`config.mk`:
```
export PLATFORM = sky130hd
export DESIGN_NAME = pipeline_trace_top
export DESIGN_NICKNAME = d
export VERILOG_FILES = /design/src/hw/trace_pkg.sv /design/src/hw/pipeline_trace_top.sv /design/src/hw/retire_fifo.sv /design/src/hw/stage_tag_tracker.sv /design/src/hw/trace_record_store.sv /design/src/hw/trace_wb_slave.sv
export SDC_FILE = /design/constraint.sdc
export NUM_CORES = 1
export LEC_CHECK = 0
export BUFFER_PORTS_ARGS = -buffer_cell sky130_fd_sc_hd__buf_2
export CELL_PAD_IN_SITES_DETAIL_PLACEMENT = 0
export CELL_PAD_IN_SITES_GLOBAL_PLACEMENT = 1
export CORE_ASPECT_RATIO = 1.75
export CORE_MARGIN = 2
export CORE_UTILIZATION = 57
export DETAILED_ROUTE_END_ITERATION = 8
export GPL_TIMING_DRIVEN = 0
export HOLD_SLACK_MARGIN = 0.03
export PLACE_DENSITY_LB_ADDON = 0.1
export SYNTH_ARGS = -nofsm -noshare
export SYNTH_HDL_FRONTEND = slang
export SYNTH_SLANG_ARGS = --single-unit
```
`constraint.sdc`:
```
create_clock -name clk -period 6.45 [get_ports clk]
set_clock_uncertainty 0.05 [all_clocks]
set_input_delay 0 -clock clk [delete_from_list [all_inputs] [get_ports clk]]
set_output_delay 0 -clock clk [all_outputs]
set_load 0.03 [all_outputs]
```
`src/hw/trace_pkg.sv`:
```
// Retirement trace unit shared definitions
// Field widths, slot and queue depths, bus register map and
// the vector types used across tracker, store, FIFO and bus slave
`default_nettype none

package trace_pkg;

    ////////////////////////////////////////////////////////////////////////////
    // Depths
    ////////////////////////////////////////////////////////////////////////////
    localparam int SLOT_COUNT = 8;      // Record slots, more than 5 in flight
    localparam int FIFO_DEPTH = 4;      // Retired records queued for the host

    ////////////////////////////////////////////////////////////////////////////
    // Field types
    ////////////////////////////////////////////////////////////////////////////
    typedef logic [7:0]  tag_t;         // Sequence tag, wraps after 255
    typedef logic [$clog2(SLOT_COUNT)-1:0] slot_t;  // Low tag bits
    typedef logic [15:0] pc_t;          // Fetch address
    typedef logic [7:0]  opcode_t;      // Decoded opcode
    typedef logic [15:0] wb_data_t;     // Write-back value
    typedef logic [3:0]  stall_cnt_t;   // Stall cycles in decode, saturating

    // Queue bookkeeping
    typedef logic [$clog2(FIFO_DEPTH)-1:0]   fifo_ptr_t;
    typedef logic [$clog2(FIFO_DEPTH+1)-1:0] fifo_cnt_t;  // 0..FIFO_DEPTH

    localparam stall_cnt_t STALL_CNT_MAX = 4'd15;

    ////////////////////////////////////////////////////////////////////////////
    // Wishbone register map
    ////////////////////////////////////////////////////////////////////////////
    typedef logic [31:0] bus_data_t;
    typedef logic [1:0]  bus_addr_t;    // Word address

    localparam bus_addr_t ADDR_STATUS = 2'd0;  // Count and overflow
    localparam bus_addr_t ADDR_REC_LO = 2'd1;  // Opcode and pc, no pop
    localparam bus_addr_t ADDR_REC_HI = 2'd2;  // Tag, stalls, wb data, pops
    localparam int STATUS_OVF_BIT = 8;         // Overflow flag in STATUS

endpackage

`default_nettype wire

```
`src/hw/pipeline_trace_top.sv`:
```
// Pipeline retirement trace unit, top level
// Tag tracker feeds the record store, retired records queue in a FIFO
// and a Wishbone classic slave lets the host read them out
`timescale 1ns/1ns
`default_nettype none

module pipeline_trace_top (
    input  logic                 clk,
    input  logic                 rst_n,
    input  logic                 stall,
    input  trace_pkg::pc_t       fetch_pc,
    input  trace_pkg::opcode_t   decode_opcode,
    input  trace_pkg::wb_data_t  wb_data,
    input  logic                 wb_cyc,
    input  logic                 wb_stb,
    input  logic                 wb_we,
    input  trace_pkg::bus_addr_t wb_adr,
    input  trace_pkg::bus_data_t wb_dat_w,
    output trace_pkg::bus_data_t wb_dat_r,
    output logic                 wb_ack
);

    ////////////////////////////////////////////////////////////////////////////
    // Internal nets
    ////////////////////////////////////////////////////////////////////////////
    logic                  fetch_valid, decode_valid, execute_valid;
    logic                  memory_valid, wb_valid;
    trace_pkg::tag_t       fetch_tag, decode_tag, wb_tag;

    logic                  rec_push;    // Store to FIFO
    trace_pkg::tag_t       rec_tag;
    trace_pkg::pc_t        rec_pc;
    trace_pkg::opcode_t    rec_opcode;
    trace_pkg::stall_cnt_t rec_stall_cnt;
    trace_pkg::wb_data_t   rec_wb_data;

    trace_pkg::tag_t       head_tag;    // FIFO to slave
    trace_pkg::pc_t        head_pc;
    trace_pkg::opcode_t    head_opcode;
    trace_pkg::stall_cnt_t head_stall_cnt;
    trace_pkg::wb_data_t   head_wb_data;
    trace_pkg::fifo_cnt_t  fifo_count;
    logic                  overflow;
    logic                  fifo_pop, overflow_clear;

    stage_tag_tracker u_tracker (
        .clk           (clk),
        .rst_n         (rst_n),
        .stall         (stall),
        .fetch_valid   (fetch_valid),
        .decode_valid  (decode_valid),
        .execute_valid (execute_valid),
        .memory_valid  (memory_valid),
        .wb_valid      (wb_valid),
        .fetch_tag     (fetch_tag),
        .decode_tag    (decode_tag),
        .wb_tag        (wb_tag)
    );

    trace_record_store u_store (
        .clk           (clk),
        .rst_n         (rst_n),
        .stall         (stall),
        .fetch_valid   (fetch_valid),
        .decode_valid  (decode_valid),
        .execute_valid (execute_valid),
        .memory_valid  (memory_valid),
        .wb_valid      (wb_valid),
        .fetch_tag     (fetch_tag),
        .decode_tag    (decode_tag),
        .wb_tag        (wb_tag),
        .fetch_pc      (fetch_pc),
        .decode_opcode (decode_opcode),
        .wb_data       (wb_data),
        .rec_push      (rec_push),
        .rec_tag       (rec_tag),
        .rec_pc        (rec_pc),
        .rec_opcode    (rec_opcode),
        .rec_stall_cnt (rec_stall_cnt),
        .rec_wb_data   (rec_wb_data)
    );

    retire_fifo u_fifo (
        .clk            (clk),
        .rst_n          (rst_n),
        .push           (rec_push),
        .pop            (fifo_pop),
        .overflow_clear (overflow_clear),
        .rec_tag        (rec_tag),
        .rec_pc         (rec_pc),
        .rec_opcode     (rec_opcode),
        .rec_stall_cnt  (rec_stall_cnt),
        .rec_wb_data    (rec_wb_data),
        .head_tag       (head_tag),
        .head_pc        (head_pc),
        .head_opcode    (head_opcode),
        .head_stall_cnt (head_stall_cnt),
        .head_wb_data   (head_wb_data),
        .fifo_count     (fifo_count),
        .overflow       (overflow)
    );

    trace_wb_slave u_wb_slave (
        .clk            (clk),
        .rst_n          (rst_n),
        .wb_cyc         (wb_cyc),
        .wb_stb         (wb_stb),
        .wb_we          (wb_we),
        .wb_adr         (wb_adr),
        .wb_dat_w       (wb_dat_w),
        .wb_dat_r       (wb_dat_r),
        .wb_ack         (wb_ack),
        .head_tag       (head_tag),
        .head_pc        (head_pc),
        .head_opcode    (head_opcode),
        .head_stall_cnt (head_stall_cnt),
        .head_wb_data   (head_wb_data),
        .fifo_count     (fifo_count),
        .overflow       (overflow),
        .fifo_pop       (fifo_pop),
        .overflow_clear (overflow_clear)
    );

endmodule

`default_nettype wire

```
`src/hw/retire_fifo.sv`:
```
// Retired record queue
// Circular buffer of FIFO_DEPTH records. Pushes into a full queue are
// dropped and latch a sticky overflow flag until the host clears it
`timescale 1ns/1ns
`default_nettype none

module retire_fifo (
    input  logic                  clk,
    input  logic                  rst_n,
    input  logic                  push,
    input  logic                  pop,
    input  logic                  overflow_clear,
    input  trace_pkg::tag_t       rec_tag,
    input  trace_pkg::pc_t        rec_pc,
    input  trace_pkg::opcode_t    rec_opcode,
    input  trace_pkg::stall_cnt_t rec_stall_cnt,
    input  trace_pkg::wb_data_t   rec_wb_data,
    output trace_pkg::tag_t       head_tag,
    output trace_pkg::pc_t        head_pc,
    output trace_pkg::opcode_t    head_opcode,
    output trace_pkg::stall_cnt_t head_stall_cnt,
    output trace_pkg::wb_data_t   head_wb_data,
    output trace_pkg::fifo_cnt_t  fifo_count,
    output logic                  overflow
);

    trace_pkg::tag_t       tag_mem   [trace_pkg::FIFO_DEPTH];
    trace_pkg::pc_t        pc_mem    [trace_pkg::FIFO_DEPTH];
    trace_pkg::opcode_t    op_mem    [trace_pkg::FIFO_DEPTH];
    trace_pkg::stall_cnt_t stall_mem [trace_pkg::FIFO_DEPTH];
    trace_pkg::wb_data_t   data_mem  [trace_pkg::FIFO_DEPTH];

    trace_pkg::fifo_ptr_t wr_ptr;
    trace_pkg::fifo_ptr_t rd_ptr;
    logic full;
    logic do_push;
    logic do_pop;

    assign full    = (fifo_count == trace_pkg::fifo_cnt_t'(trace_pkg::FIFO_DEPTH));
    assign do_push = push && !full;             // Full queue drops the record
    assign do_pop  = pop && fifo_count != '0;   // Pop on empty is ignored

    always_ff @(posedge clk) begin
        if (do_push) begin
            tag_mem[wr_ptr]   <= rec_tag;
            pc_mem[wr_ptr]    <= rec_pc;
            op_mem[wr_ptr]    <= rec_opcode;
            stall_mem[wr_ptr] <= rec_stall_cnt;
            data_mem[wr_ptr]  <= rec_wb_data;
        end
    end

    always_ff @(posedge clk) begin
        if (!rst_n) begin
            wr_ptr     <= '0;
            rd_ptr     <= '0;
            fifo_count <= '0;
            overflow   <= 1'b0;
        end else begin
            if (do_push) wr_ptr <= wr_ptr + 1'b1;   // Depth is a power of two
            if (do_pop)  rd_ptr <= rd_ptr + 1'b1;
            case ({do_push, do_pop})
                2'b10:   fifo_count <= fifo_count + 1'b1;
                2'b01:   fifo_count <= fifo_count - 1'b1;
                default: fifo_count <= fifo_count;
            endcase
            if (push && full) begin
                overflow <= 1'b1;       // A new loss wins over a clear
            end else if (overflow_clear) begin
                overflow <= 1'b0;
            end
        end
    end

    // Head record, meaningful only while fifo_count is nonzero
    assign head_tag       = tag_mem[rd_ptr];
    assign head_pc        = pc_mem[rd_ptr];
    assign head_opcode    = op_mem[rd_ptr];
    assign head_stall_cnt = stall_mem[rd_ptr];
    assign head_wb_data   = data_mem[rd_ptr];

    a_count_bound: assert property (@(posedge clk) disable iff (!rst_n)
        fifo_count <= trace_pkg::fifo_cnt_t'(trace_pkg::FIFO_DEPTH));

endmodule

`default_nettype wire

```
`src/hw/stage_tag_tracker.sv`:
```
// Pipeline stage tag tracker
// Follows each instruction through fetch, decode, execute, memory and
// write-back. Stall holds fetch and decode and puts a bubble in execute.
`timescale 1ns/1ns
`default_nettype none

module stage_tag_tracker (
    input  logic            clk,
    input  logic            rst_n,
    input  logic            stall,
    output logic            fetch_valid,
    output logic            decode_valid,
    output logic            execute_valid,
    output logic            memory_valid,
    output logic            wb_valid,
    output trace_pkg::tag_t fetch_tag,
    output trace_pkg::tag_t decode_tag,
    output trace_pkg::tag_t wb_tag
);

    trace_pkg::tag_t next_tag;      // Tag for the next fetch
    trace_pkg::tag_t execute_tag;
    trace_pkg::tag_t memory_tag;

    // Valid bits and tag counter
    always_ff @(posedge clk) begin
        if (!rst_n) begin
            next_tag      <= '0;
            fetch_valid   <= 1'b0;
            decode_valid  <= 1'b0;
            execute_valid <= 1'b0;
            memory_valid  <= 1'b0;
            wb_valid      <= 1'b0;
        end else begin
            if (!stall) begin
                fetch_valid   <= 1'b1;          // New instruction every free cycle
                next_tag      <= next_tag + 1'b1;
                decode_valid  <= fetch_valid;
                execute_valid <= decode_valid;
            end else begin
                execute_valid <= 1'b0;          // Bubble, fetch and decode hold
            end
            memory_valid <= execute_valid;      // Back end never stalls
            wb_valid     <= memory_valid;
        end
    end

    // Tags follow the same rule, qualified by the valids above
    always_ff @(posedge clk) begin
        if (!stall) begin
            fetch_tag   <= next_tag;
            decode_tag  <= fetch_tag;
            execute_tag <= decode_tag;
        end
        memory_tag <= execute_tag;
        wb_tag     <= memory_tag;
    end

    ////////////////////////////////////////////////////////////////////////////
    // Checks
    ////////////////////////////////////////////////////////////////////////////
    logic [4:0]      stage_vld;
    trace_pkg::tag_t stage_tag [5];
    logic            tag_clash;

    assign stage_vld = {wb_valid, memory_valid, execute_valid, decode_valid, fetch_valid};
    assign stage_tag = '{fetch_tag, decode_tag, execute_tag, memory_tag, wb_tag};

    always_comb begin
        tag_clash = 1'b0;
        for (int i = 0; i < 5; i++) begin
            for (int j = i + 1; j < 5; j++) begin
                if (stage_vld[i] && stage_vld[j] && stage_tag[i] == stage_tag[j]) begin
                    tag_clash = 1'b1;
                end
            end
        end
    end

    // Two live stages never carry the same instruction
    a_unique_tags: assert property (@(posedge clk) disable iff (!rst_n) !tag_clash);

endmodule

`default_nettype wire

```
`src/hw/trace_record_store.sv`:
```
// Trace record store
// Collects pc, opcode and stall count per instruction in a slot memory
// indexed by the low tag bits, then emits the whole record in write-back
`timescale 1ns/1ns
`default_nettype none

module trace_record_store (
    input  logic                  clk,
    input  logic                  rst_n,
    input  logic                  stall,
    input  logic                  fetch_valid,
    input  logic                  decode_valid,
    input  logic                  execute_valid,
    input  logic                  memory_valid,
    input  logic                  wb_valid,
    input  trace_pkg::tag_t       fetch_tag,
    input  trace_pkg::tag_t       decode_tag,
    input  trace_pkg::tag_t       wb_tag,
    input  trace_pkg::pc_t        fetch_pc,
    input  trace_pkg::opcode_t    decode_opcode,
    input  trace_pkg::wb_data_t   wb_data,
    output logic                  rec_push,
    output trace_pkg::tag_t       rec_tag,
    output trace_pkg::pc_t        rec_pc,
    output trace_pkg::opcode_t    rec_opcode,
    output trace_pkg::stall_cnt_t rec_stall_cnt,
    output trace_pkg::wb_data_t   rec_wb_data
);

    // Slot memories, one entry per tag modulo SLOT_COUNT
    trace_pkg::pc_t        pc_mem    [trace_pkg::SLOT_COUNT];
    trace_pkg::opcode_t    op_mem    [trace_pkg::SLOT_COUNT];
    trace_pkg::stall_cnt_t stall_mem [trace_pkg::SLOT_COUNT];

    trace_pkg::stall_cnt_t dec_stall_cnt;   // Stalls of the tag now in decode
    trace_pkg::slot_t      fetch_slot;
    trace_pkg::slot_t      decode_slot;
    trace_pkg::slot_t      wb_slot;

    assign fetch_slot  = fetch_tag[$bits(trace_pkg::slot_t)-1:0];
    assign decode_slot = decode_tag[$bits(trace_pkg::slot_t)-1:0];
    assign wb_slot     = wb_tag[$bits(trace_pkg::slot_t)-1:0];

    // Decode stall counter, restarts whenever decode takes a new tag
    always_ff @(posedge clk) begin
        if (!rst_n) begin
            dec_stall_cnt <= '0;
        end else if (!stall) begin
            dec_stall_cnt <= '0;
        end else if (decode_valid && dec_stall_cnt != trace_pkg::STALL_CNT_MAX) begin
            dec_stall_cnt <= dec_stall_cnt + 1'b1;  // Saturates at 15
        end
    end

    // Field capture, the last write while a stage holds a tag wins
    always_ff @(posedge clk) begin
        if (fetch_valid) begin
            pc_mem[fetch_slot] <= fetch_pc;
        end
        if (decode_valid) begin
            op_mem[decode_slot] <= decode_opcode;
        end
        if (decode_valid && !stall) begin
            stall_mem[decode_slot] <= dec_stall_cnt;  // Committed as tag leaves decode
        end
    end

    ////////////////////////////////////////////////////////////////////////////
    // Record out, live wb_data joins the stored fields
    ////////////////////////////////////////////////////////////////////////////
    assign rec_push      = wb_valid;
    assign rec_tag       = wb_tag;
    assign rec_pc        = pc_mem[wb_slot];
    assign rec_opcode    = op_mem[wb_slot];
    assign rec_stall_cnt = stall_mem[wb_slot];
    assign rec_wb_data   = wb_data;

    // Youngest fetch stays within SLOT_COUNT of the retiring tag, so its slot is intact
    a_slot_free: assert property (@(posedge clk) disable iff (!rst_n)
        (wb_valid && fetch_valid) |->
            trace_pkg::tag_t'(fetch_tag - wb_tag) <
            trace_pkg::tag_t'(trace_pkg::SLOT_COUNT));

endmodule

`default_nettype wire

```
`src/hw/trace_wb_slave.sv`:
```
// Wishbone classic register slave for the trace queue
// STATUS gives count and overflow, REC_LO and REC_HI give the head record.
// A REC_HI read pops it, a STATUS write with bit 8 clears overflow
`timescale 1ns/1ns
`default_nettype none

module trace_wb_slave (
    input  logic                  clk,
    input  logic                  rst_n,
    input  logic                  wb_cyc,
    input  logic                  wb_stb,
    input  logic                  wb_we,
    input  trace_pkg::bus_addr_t  wb_adr,
    input  trace_pkg::bus_data_t  wb_dat_w,
    output trace_pkg::bus_data_t  wb_dat_r,
    output logic                  wb_ack,
    input  trace_pkg::tag_t       head_tag,
    input  trace_pkg::pc_t        head_pc,
    input  trace_pkg::opcode_t    head_opcode,
    input  trace_pkg::stall_cnt_t head_stall_cnt,
    input  trace_pkg::wb_data_t   head_wb_data,
    input  trace_pkg::fifo_cnt_t  fifo_count,
    input  logic                  overflow,
    output logic                  fifo_pop,
    output logic                  overflow_clear
);

    typedef enum logic [1:0] {S_IDLE, S_ACK, S_REST} wb_state_t;

    wb_state_t            state;
    logic                 req;          // Transfer accepted this cycle
    logic                 has_rec;
    trace_pkg::bus_data_t rd_word;

    assign req     = wb_cyc && wb_stb && state == S_IDLE;
    assign has_rec = (fifo_count != '0);

    // Read word for the addressed register
    always_comb begin
        rd_word = '0;
        case (wb_adr)
            trace_pkg::ADDR_STATUS: begin
                rd_word[$bits(trace_pkg::fifo_cnt_t)-1:0] = fifo_count;
                rd_word[trace_pkg::STATUS_OVF_BIT]        = overflow;
            end
            trace_pkg::ADDR_REC_LO: if (has_rec) rd_word = {8'h00, head_opcode, head_pc};
            trace_pkg::ADDR_REC_HI: if (has_rec) begin
                rd_word = {head_tag, 4'h0, head_stall_cnt, head_wb_data};
            end
            default: rd_word = '0;      // Unmapped word reads zero
        endcase
    end

    // Handshake FSM, one ack cycle then one rest cycle
    always_ff @(posedge clk) begin
        if (!rst_n) begin
            state          <= S_IDLE;
            fifo_pop       <= 1'b0;
            overflow_clear <= 1'b0;
        end else begin
            fifo_pop       <= 1'b0;
            overflow_clear <= 1'b0;
            case (state)
                S_IDLE: if (req) begin
                    state    <= S_ACK;
                    // Pop only what was captured, a late push must survive
                    fifo_pop <= !wb_we && wb_adr == trace_pkg::ADDR_REC_HI && has_rec;
                    overflow_clear <= wb_we && wb_adr == trace_pkg::ADDR_STATUS &&
                                      wb_dat_w[trace_pkg::STATUS_OVF_BIT];
                end
                S_ACK:   state <= S_REST;
                default: state <= S_IDLE;
            endcase
        end
    end

    always_ff @(posedge clk) begin
        if (req) wb_dat_r <= wb_we ? '0 : rd_word;  // Sampled before any pop
    end

    assign wb_ack = (state == S_ACK);

    a_ack_single: assert property (@(posedge clk) disable iff (!rst_n) wb_ack |=> !wb_ack);

endmodule

`default_nettype wire

```
# == Yosys cells after proc, flatten, opt, wreduce, memory -nomap -nowiden ==
# Memory sizes are Yosys's and may differ from the RTL's. A register that Yosys moved wholly into a read port is not among the register bits.
# Index checks and enable logic that the tools add are counted.
# totals
n_memories,8
ram_bits,432
out_inout_bits,33
register_bits,101
elab_cells,94
# classes
addsub,6
eq_ne,8
n_reduce_logical,22
bitwise_logic,1
muxes,29
# mem_list
memory,depth,word_bits,rd,rd_clocked_by_memory_dff,write_ports,line_no,text
u_store.pc_mem,8,16,1,1,1,trace_record_store.sv:31,trace_pkg::pc_t pc_mem [trace_pkg::SLOT_COUNT];
u_fifo.data_mem,4,16,1,1,1,retire_fifo.sv:31,trace_pkg::wb_data_t data_mem [trace_pkg::FIFO_DEPTH];
u_fifo.pc_mem,4,16,1,1,1,retire_fifo.sv:28,trace_pkg::pc_t pc_mem [trace_pkg::FIFO_DEPTH];
u_store.op_mem,8,8,1,1,1,trace_record_store.sv:32,trace_pkg::opcode_t op_mem [trace_pkg::SLOT_COUNT];
u_fifo.op_mem,4,8,1,1,1,retire_fifo.sv:29,trace_pkg::opcode_t op_mem [trace_pkg::FIFO_DEPTH];
u_fifo.tag_mem,4,8,1,1,1,retire_fifo.sv:27,trace_pkg::tag_t tag_mem [trace_pkg::FIFO_DEPTH];
2 more memories,--,--,--,--,--,--,
# op_table
cell,count
one-hot mux 23 bit (2 select lines),1
2-to-1 mux 32 bit,1
2-to-1 mux 24 bit,1
2-to-1 mux 2 bit,11
logical AND 1 bit,11
2-to-1 mux 1 bit,10
one-hot mux 5 bit (2 select lines),1
one-hot mux 3 bit (3 select lines),1
adder 8 x 1 -> 8 bit (second input constant),1
== test 2 x 1 -> 1 bit (second input constant),3
one-hot mux 3 bit (2 select lines),1
adder 2 x 1 -> 2 bit (second input constant),2
adder 4 x 1 -> 4 bit (second input constant),1
== test 2 bit (second input constant),2
logical NOT 2 bit,2
!= test 4 bit (second input constant),1
one-hot mux 2 bit (2 select lines),1
nonzero test 2 bit,2
adder 3 x 1 -> 3 bit (second input constant),1
== test 3 bit (second input constant),1
logical NOT 1 bit,3
one-hot mux 1 bit (3 select lines),1
AND reduction 3 bit,1
nonzero test 3 bit,1
other kinds (5),5

# == Longest topological paths before layout ==
# logic_depth
word_depth,5
mapped_depth,9
mapped_depth_nobuf,8

# == Modules after synthesis ==
# A second synthesis with hierarchy kept.
# hier_totals
hier_cells,938
area_unflattened_um2,20186.9
# modules_own_cells
module,area_each_um2,instances,cells_per_inst
trace_record_store,8959.8,1,405
retire_fifo,8079.0,1,326
trace_wb_slave,1580.3,1,117
stage_tag_tracker,1567.8,1,90

# == Worst setup path after synthesis ==
# No wires, ideal clock.
# synth_path
path_type,reg-to-reg
from,reg u_wb_slave.state[0]
to,reg u_wb_slave.overflow_clear
arrival_ns,4.040
setup_time_ns,0.076
stages_incl_launch_ff,4
path_slack_ns,2.284
path_cell_list,dfxtp_1 -> nor4bb_1 -> nand2_1 -> nor2_1
# synth_via
elab_chain_len,3
# synth_lines
item,line_no,text
from (decl),trace_wb_slave.sv:30,wb_state_t state;
from (signal assigned),trace_wb_slave.sv:57,state <= S_IDLE;
from (signal assigned),trace_wb_slave.sv:65,state <= S_ACK;
from (signal assigned),trace_wb_slave.sv:71,S_ACK: state <= S_REST;
logical NOT 2 bit,trace_wb_slave.sv:35,assign req = wb_cyc && wb_stb && state == S_IDLE;
logical AND 1 bit,trace_wb_slave.sv:35,
net u_wb_slave.req,trace_wb_slave.sv:31,logic req;
AND reduction 3 bit (no line),--,
to (signal assigned),trace_wb_slave.sv:68,overflow_clear <= wb_we && wb_adr == trace_pkg::ADDR_STATUS &&
to (decl),trace_wb_slave.sv:25,output logic overflow_clear
# The timed path passes the listed nets, and every way through them passes these cells.
# A chain may end at the register's enable or synchronous reset.

# == Worst setup path in the final report ==
# layout_path
from,reg u_wb_slave.state[0]
to,reg u_wb_slave.fifo_pop
# layout_via
elab_chain_len,3
# layout_lines
item,line_no,text
logical NOT 2 bit,trace_wb_slave.sv:35,
logical AND 1 bit,trace_wb_slave.sv:35,
net u_wb_slave.req,trace_wb_slave.sv:31,
AND reduction 3 bit (no line),--,
to (signal assigned),trace_wb_slave.sv:67,fifo_pop <= !wb_we && wb_adr == trace_pkg::ADDR_REC_HI && has_rec;
to (decl),trace_wb_slave.sv:24,"output logic fifo_pop,"
# The timed path passes the listed nets, and every way through them passes these cells.

==> impl_metrics.py <==
metrics = {
    "synth": {
        "ys_ff_latch": 535,
        "synthXorXnorAreaFrac_pct": 0.349,
        "yosys.area_share.simple_pct": 3.42,
        "yosys-mux-area-fraction_pct": 13.9,
        "ys.warnings.count": 0,
        "ys_types": 48,
        "synthAdderAreaFrac_pct": 0.786,
        "synth_area_um2": 20100,
        "seq_area_frac_synth_pct": 77.7,
        "avgSynthCellArea_um2": 20.8,
        "synth_top_family_by_area": "multiplexers",
        "synthesis.nets": 1055,
        "synth-compound-area-share_pct": 2.27,
        "syn_inst": 963,
    },
    "global_routing": {
        "grt_max_degree": 53,
        "antenna_found_initial": 0,
        "grt_pass1_wl_um": 58200,
        "grtUsageTotal_pct": 21.2,
        "overflow": 0,
        "grt_pass1_vias": 10092,
    },
    "setup_path": {
        "crit_fanout": 8,
        "crit_chain": "nor4bb_4, dlygate4sd3_1, nand2_1, nor2_1, dlygate4sd3_1",
        "endpoint_kind": "register",
        "slowest_stage": "dlygate4sd3_1",
        "worst-setup-path-type": "reg2reg",
        "worstSetupStartpointType": "register",
        "cpMostUsedCell": "dlygate4sd3_1",
        "cpPeakStageDelay_ps": 850,
        "critPathTopFamily": "buffers and inverters",
        "arrival_ps": 3000,
        "required_ps": 6900,
        "crit_buf_inv": 2,
    },
    "timing": {
        "finalCritPeriodShare_pct": 39.6,
        "hold_viol_final": 0,
        "min_period_ps": 2560,
        "max-slew-margin-rel_pct": 31.8,
        "finalSetupViolCount": 0,
        "worst_pin_slew_ps": 1020,
        "rsz0062_at_grt": "false",
        "fmax_ghz": 0.391,
        "hold_slack_ps": 115,
        "worst_slack_ps": 3890,
        "drv_slew": 0,
    },
    "layout": {
        "register_area_um2": 15600,
        "n_fill_cell": 2387,
        "multiInputGateArea_um2": 4240,
        "area_growth_pct": 15.6,
        "nets": 1243,
        "antenna_cells": 0,
        "fin_cells": 1645,
        "drive_above_1_share_pct": 26.8,
        "utilization_pct": 67.1,
    },
    "clocking": {
        "clock-root-buffer": "clkbuf_16",
        "cts_tree": "yes",
        "htreeDepth": 2,
        "clock-sinks": 535,
        "cts_buffers": 45,
        "path_clk_slew_ps": 60,
        "clockBufferDepth": 3,
        "clock_latency_ps": 560,
        "post-cts-setup-buffer-count": 0,
    },
    "route": {
        "vias": 9461,
        "drtAntennaViolNets": 0,
        "first_pass_iters": 5,
        "wl_per_cell_um": 23.0,
        "drt-total-wl_um": 37800,
        "vias_per_cell": 5.75,
        "first_iter_violations": 540,
        "route.detailed.drc": 0,
    },
    "hold_path": {
        "hold_path.class": "in2reg",
    },
    "floorplan": {
        "die_h_um": 252,
        "coreArea_um2": 34600,
        "num_rows": 90,
        "dieArea_um2": 36800,
        "ios": 113,
        "die_x_um": 146,
        "start_util_pct": 58.0,
    },
    "power_and_ir_drop": {
        "power_frac_clock_pct": 38.5,
        "p_sw_share_pct": 19.8,
        "vdd_ir_drop_max_mv": 0.225,
        "power_density_nw_per_um2": 289,
        "leakagePower_nw": 7.56,
        "combPwrFrac_pct": 4.1,
        "seqPwrFrac_pct": 57.4,
        "p_switching_w": 0.00132,
        "intPower_w": 0.00538,
    },
    "status": {
        "outcome": "finished clean",
    },
    "place": {
        "dp_slack_ps": 3910,
        "dp_cells": 1514,
        "place_hpwl_um": 24300,
        "gp_congestion": 0.781,
        "numPortBuffers": 81,
    },
    "flow_run": {
        "drv_cap": 0,
    },
}
## cell type report
type / count / area share [%]
multi-input cells: 371 / 18.3
repair buffers: 141 / 4.72
clock buffers: 61 / 5.34
well taps: 460 / 2.48
inverters: 14 / 0.227
plain buffers: 43 / 1.06
clock inverters: 20 / 0.674
flip-flops and latches: 535 / 67.2
## placed cells by master (no fill, tap or decap), types with 9 or more instances in the layout
| cell | n |
|---|---|
| ha_1 | 11 |
| buf_2 | 92 |
| nand3_1 | 9 |
| mux2_1 | 22 |
| nand2_1 | 14 |
| nand4b_1 | 12 |
| a22oi_1 | 16 |
| nor2b_1 | 16 |
| nor2_1 | 27 |
| clkbuf_1 | 31 |
| dlygate4sd3_1 | 50 |
| mux4_2 | 76 |
| clkinv_1 | 9 |
| a21oi_1 | 11 |
| clkbuf_16 | 47 |
| dfxtp_1 | 47 |
| a211oi_1 | 13 |
| edfxtp_1 | 488 |
| mux2_2 | 54 |
| a221oi_1 | 12 |
| inv_1 | 13 |
## layer usage
| layer | up-vias | GRT usage (%) | part of all wire, % |
|---|---|---|---|
| met5 | - | 0 | 0 |
| met4 | 0 | 6.86 | 2.7 |
| met3 | 62 | 2.85 | 3.4 |
| met2 | 195 | 40.3 | 56 |
| met1 | 4909 | 24.8 | 38 |
| li1 | 4295 | - | - |
## power by group through the flow
| stage | Sequential [W] | Combinational, W | Clock (W) |
|---|---|---|---|
| 6_report | 0.00385 | 0.000276 | 0.00258 |
| 5_1_grt | 0.00385 | 0.000296 | 0.00275 |
| 4_1_cts | 0.00385 | 0.000278 | 0.00263 |
| 3_5_place_dp | 0.00392 | 0.000255 | 0 |
| 3_3_place_gp | 0.00392 | 0.000239 | 0 |
| 2_1_floorplan | 0.00393 | 0.000135 | 0 |
## cell families after synthesis
group	after synthesis
simple gates	125
buf+inv	57
flops	535
xor+xnor	8
compound gates	64
mux	162
fa+ha+maj	12
## path summary, 6_finish.rpt
path | from | end | slack, ps | cells past startpoint
worst max register to register | u_wb_slave.state[0] | u_wb_slave.fifo_pop | 3890 | 5
worst min-delay path | wb_adr[1] | u_wb_slave.wb_dat_r[1] | 110 | 5
worst min register to register | u_tracker.memory_tag[2] | u_tracker.wb_tag[2] | 270 | 0
worst max-delay path | u_wb_slave.state[0] | u_wb_slave.fifo_pop | 3890 | 5
## tightest hold or removal path: stages
cell and delay (ps):
buf_2 110, ha_1 190, nor3b_1 100, nand2_1 70
nand3_1 60
## stage by stage
stage / TNS, ps / instance area (um2) / total power, W
finish: 0 / 23200 / 0.00670
global route: 0 / 23200 / 0.00690
CTS: 0 / 23200 / 0.00676
detailed placement: 0 / 21300 / 0.00418
global placement: -1310 / 21000 / 0.00416
floorplan: 0 / 20100 / 0.00407
## what timing repair did
| action | CTS | global route |
|---|---|---|
| endpoints found under the hold margin | 298 | 0 |
| hold buffers | 50 | 0 |
| resized for setup | 0 | 0 |
## registers in the layout (all words and copies together), names as in the netlist, 2 cells and up, named ones only
register	cells
u_fifo.data_mem	64
u_fifo.fifo_count	3
u_fifo.op_mem	32
u_fifo.pc_mem	64
u_fifo.rd_ptr	2
u_fifo.stall_mem	16
u_fifo.tag_mem	32
u_fifo.wr_ptr	2
u_store.dec_stall_cnt	4
u_store.op_mem	64
u_store.pc_mem	128
u_store.stall_mem	32
u_tracker.decode_tag	8
u_tracker.execute_tag	8
u_tracker.fetch_tag	8
u_tracker.memory_tag	8
u_tracker.next_tag	8
u_tracker.wb_tag	8
u_wb_slave.state	2
u_wb_slave.wb_dat_r	32
## synth_stat cells (all sizes together)
| cell type | n | share of area, % |
|---|---|---|
| xor2 | 7 | 0.31 |
| a221oi | 12 | 0.52 |
| nand3 | 9 | 0.22 |
| buf | 24 | 0.86 |
| nand3b | 5 | 0.19 |
| nor3b | 1 | 0.037 |
| dfxtp | 47 | 4.7 |
| ha | 11 | 0.69 |
| o311ai | 1 | 0.044 |
| nand4b | 12 | 0.52 |
| fa | 1 | 0.10 |
| a21oi | 11 | 0.27 |
| nand2 | 14 | 0.26 |
| o41ai | 1 | 0.044 |
| or3 | 7 | 0.22 |
| or3b | 1 | 0.044 |
| nor3 | 10 | 0.25 |
| nor4 | 1 | 0.031 |
| or4 | 1 | 0.037 |
| clkbuf | 19 | 0.36 |
| a22oi | 16 | 0.60 |
| xnor2 | 1 | 0.044 |
| o31ai | 1 | 0.037 |
| nor2 | 33 | 0.62 |
| o21ai | 6 | 0.15 |
| inv | 13 | 0.24 |
| mux2i | 2 | 0.10 |
| nand2b | 4 | 0.12 |
| o21a | 1 | 0.037 |
| nand4 | 2 | 0.062 |
| mux4 | 84 | 9.6 |
| and3 | 5 | 0.16 |
| clkinv | 1 | 0.019 |
| nor2b | 16 | 0.50 |
| edfxtp | 488 | 73 |
| nor4bb | 1 | 0.050 |
| mux2 | 76 | 4.3 |
| and2 | 3 | 0.094 |
| a21o | 2 | 0.075 |
| a211oi | 13 | 0.49 |
Note: power is estimated with default switching activity, not from simulation.
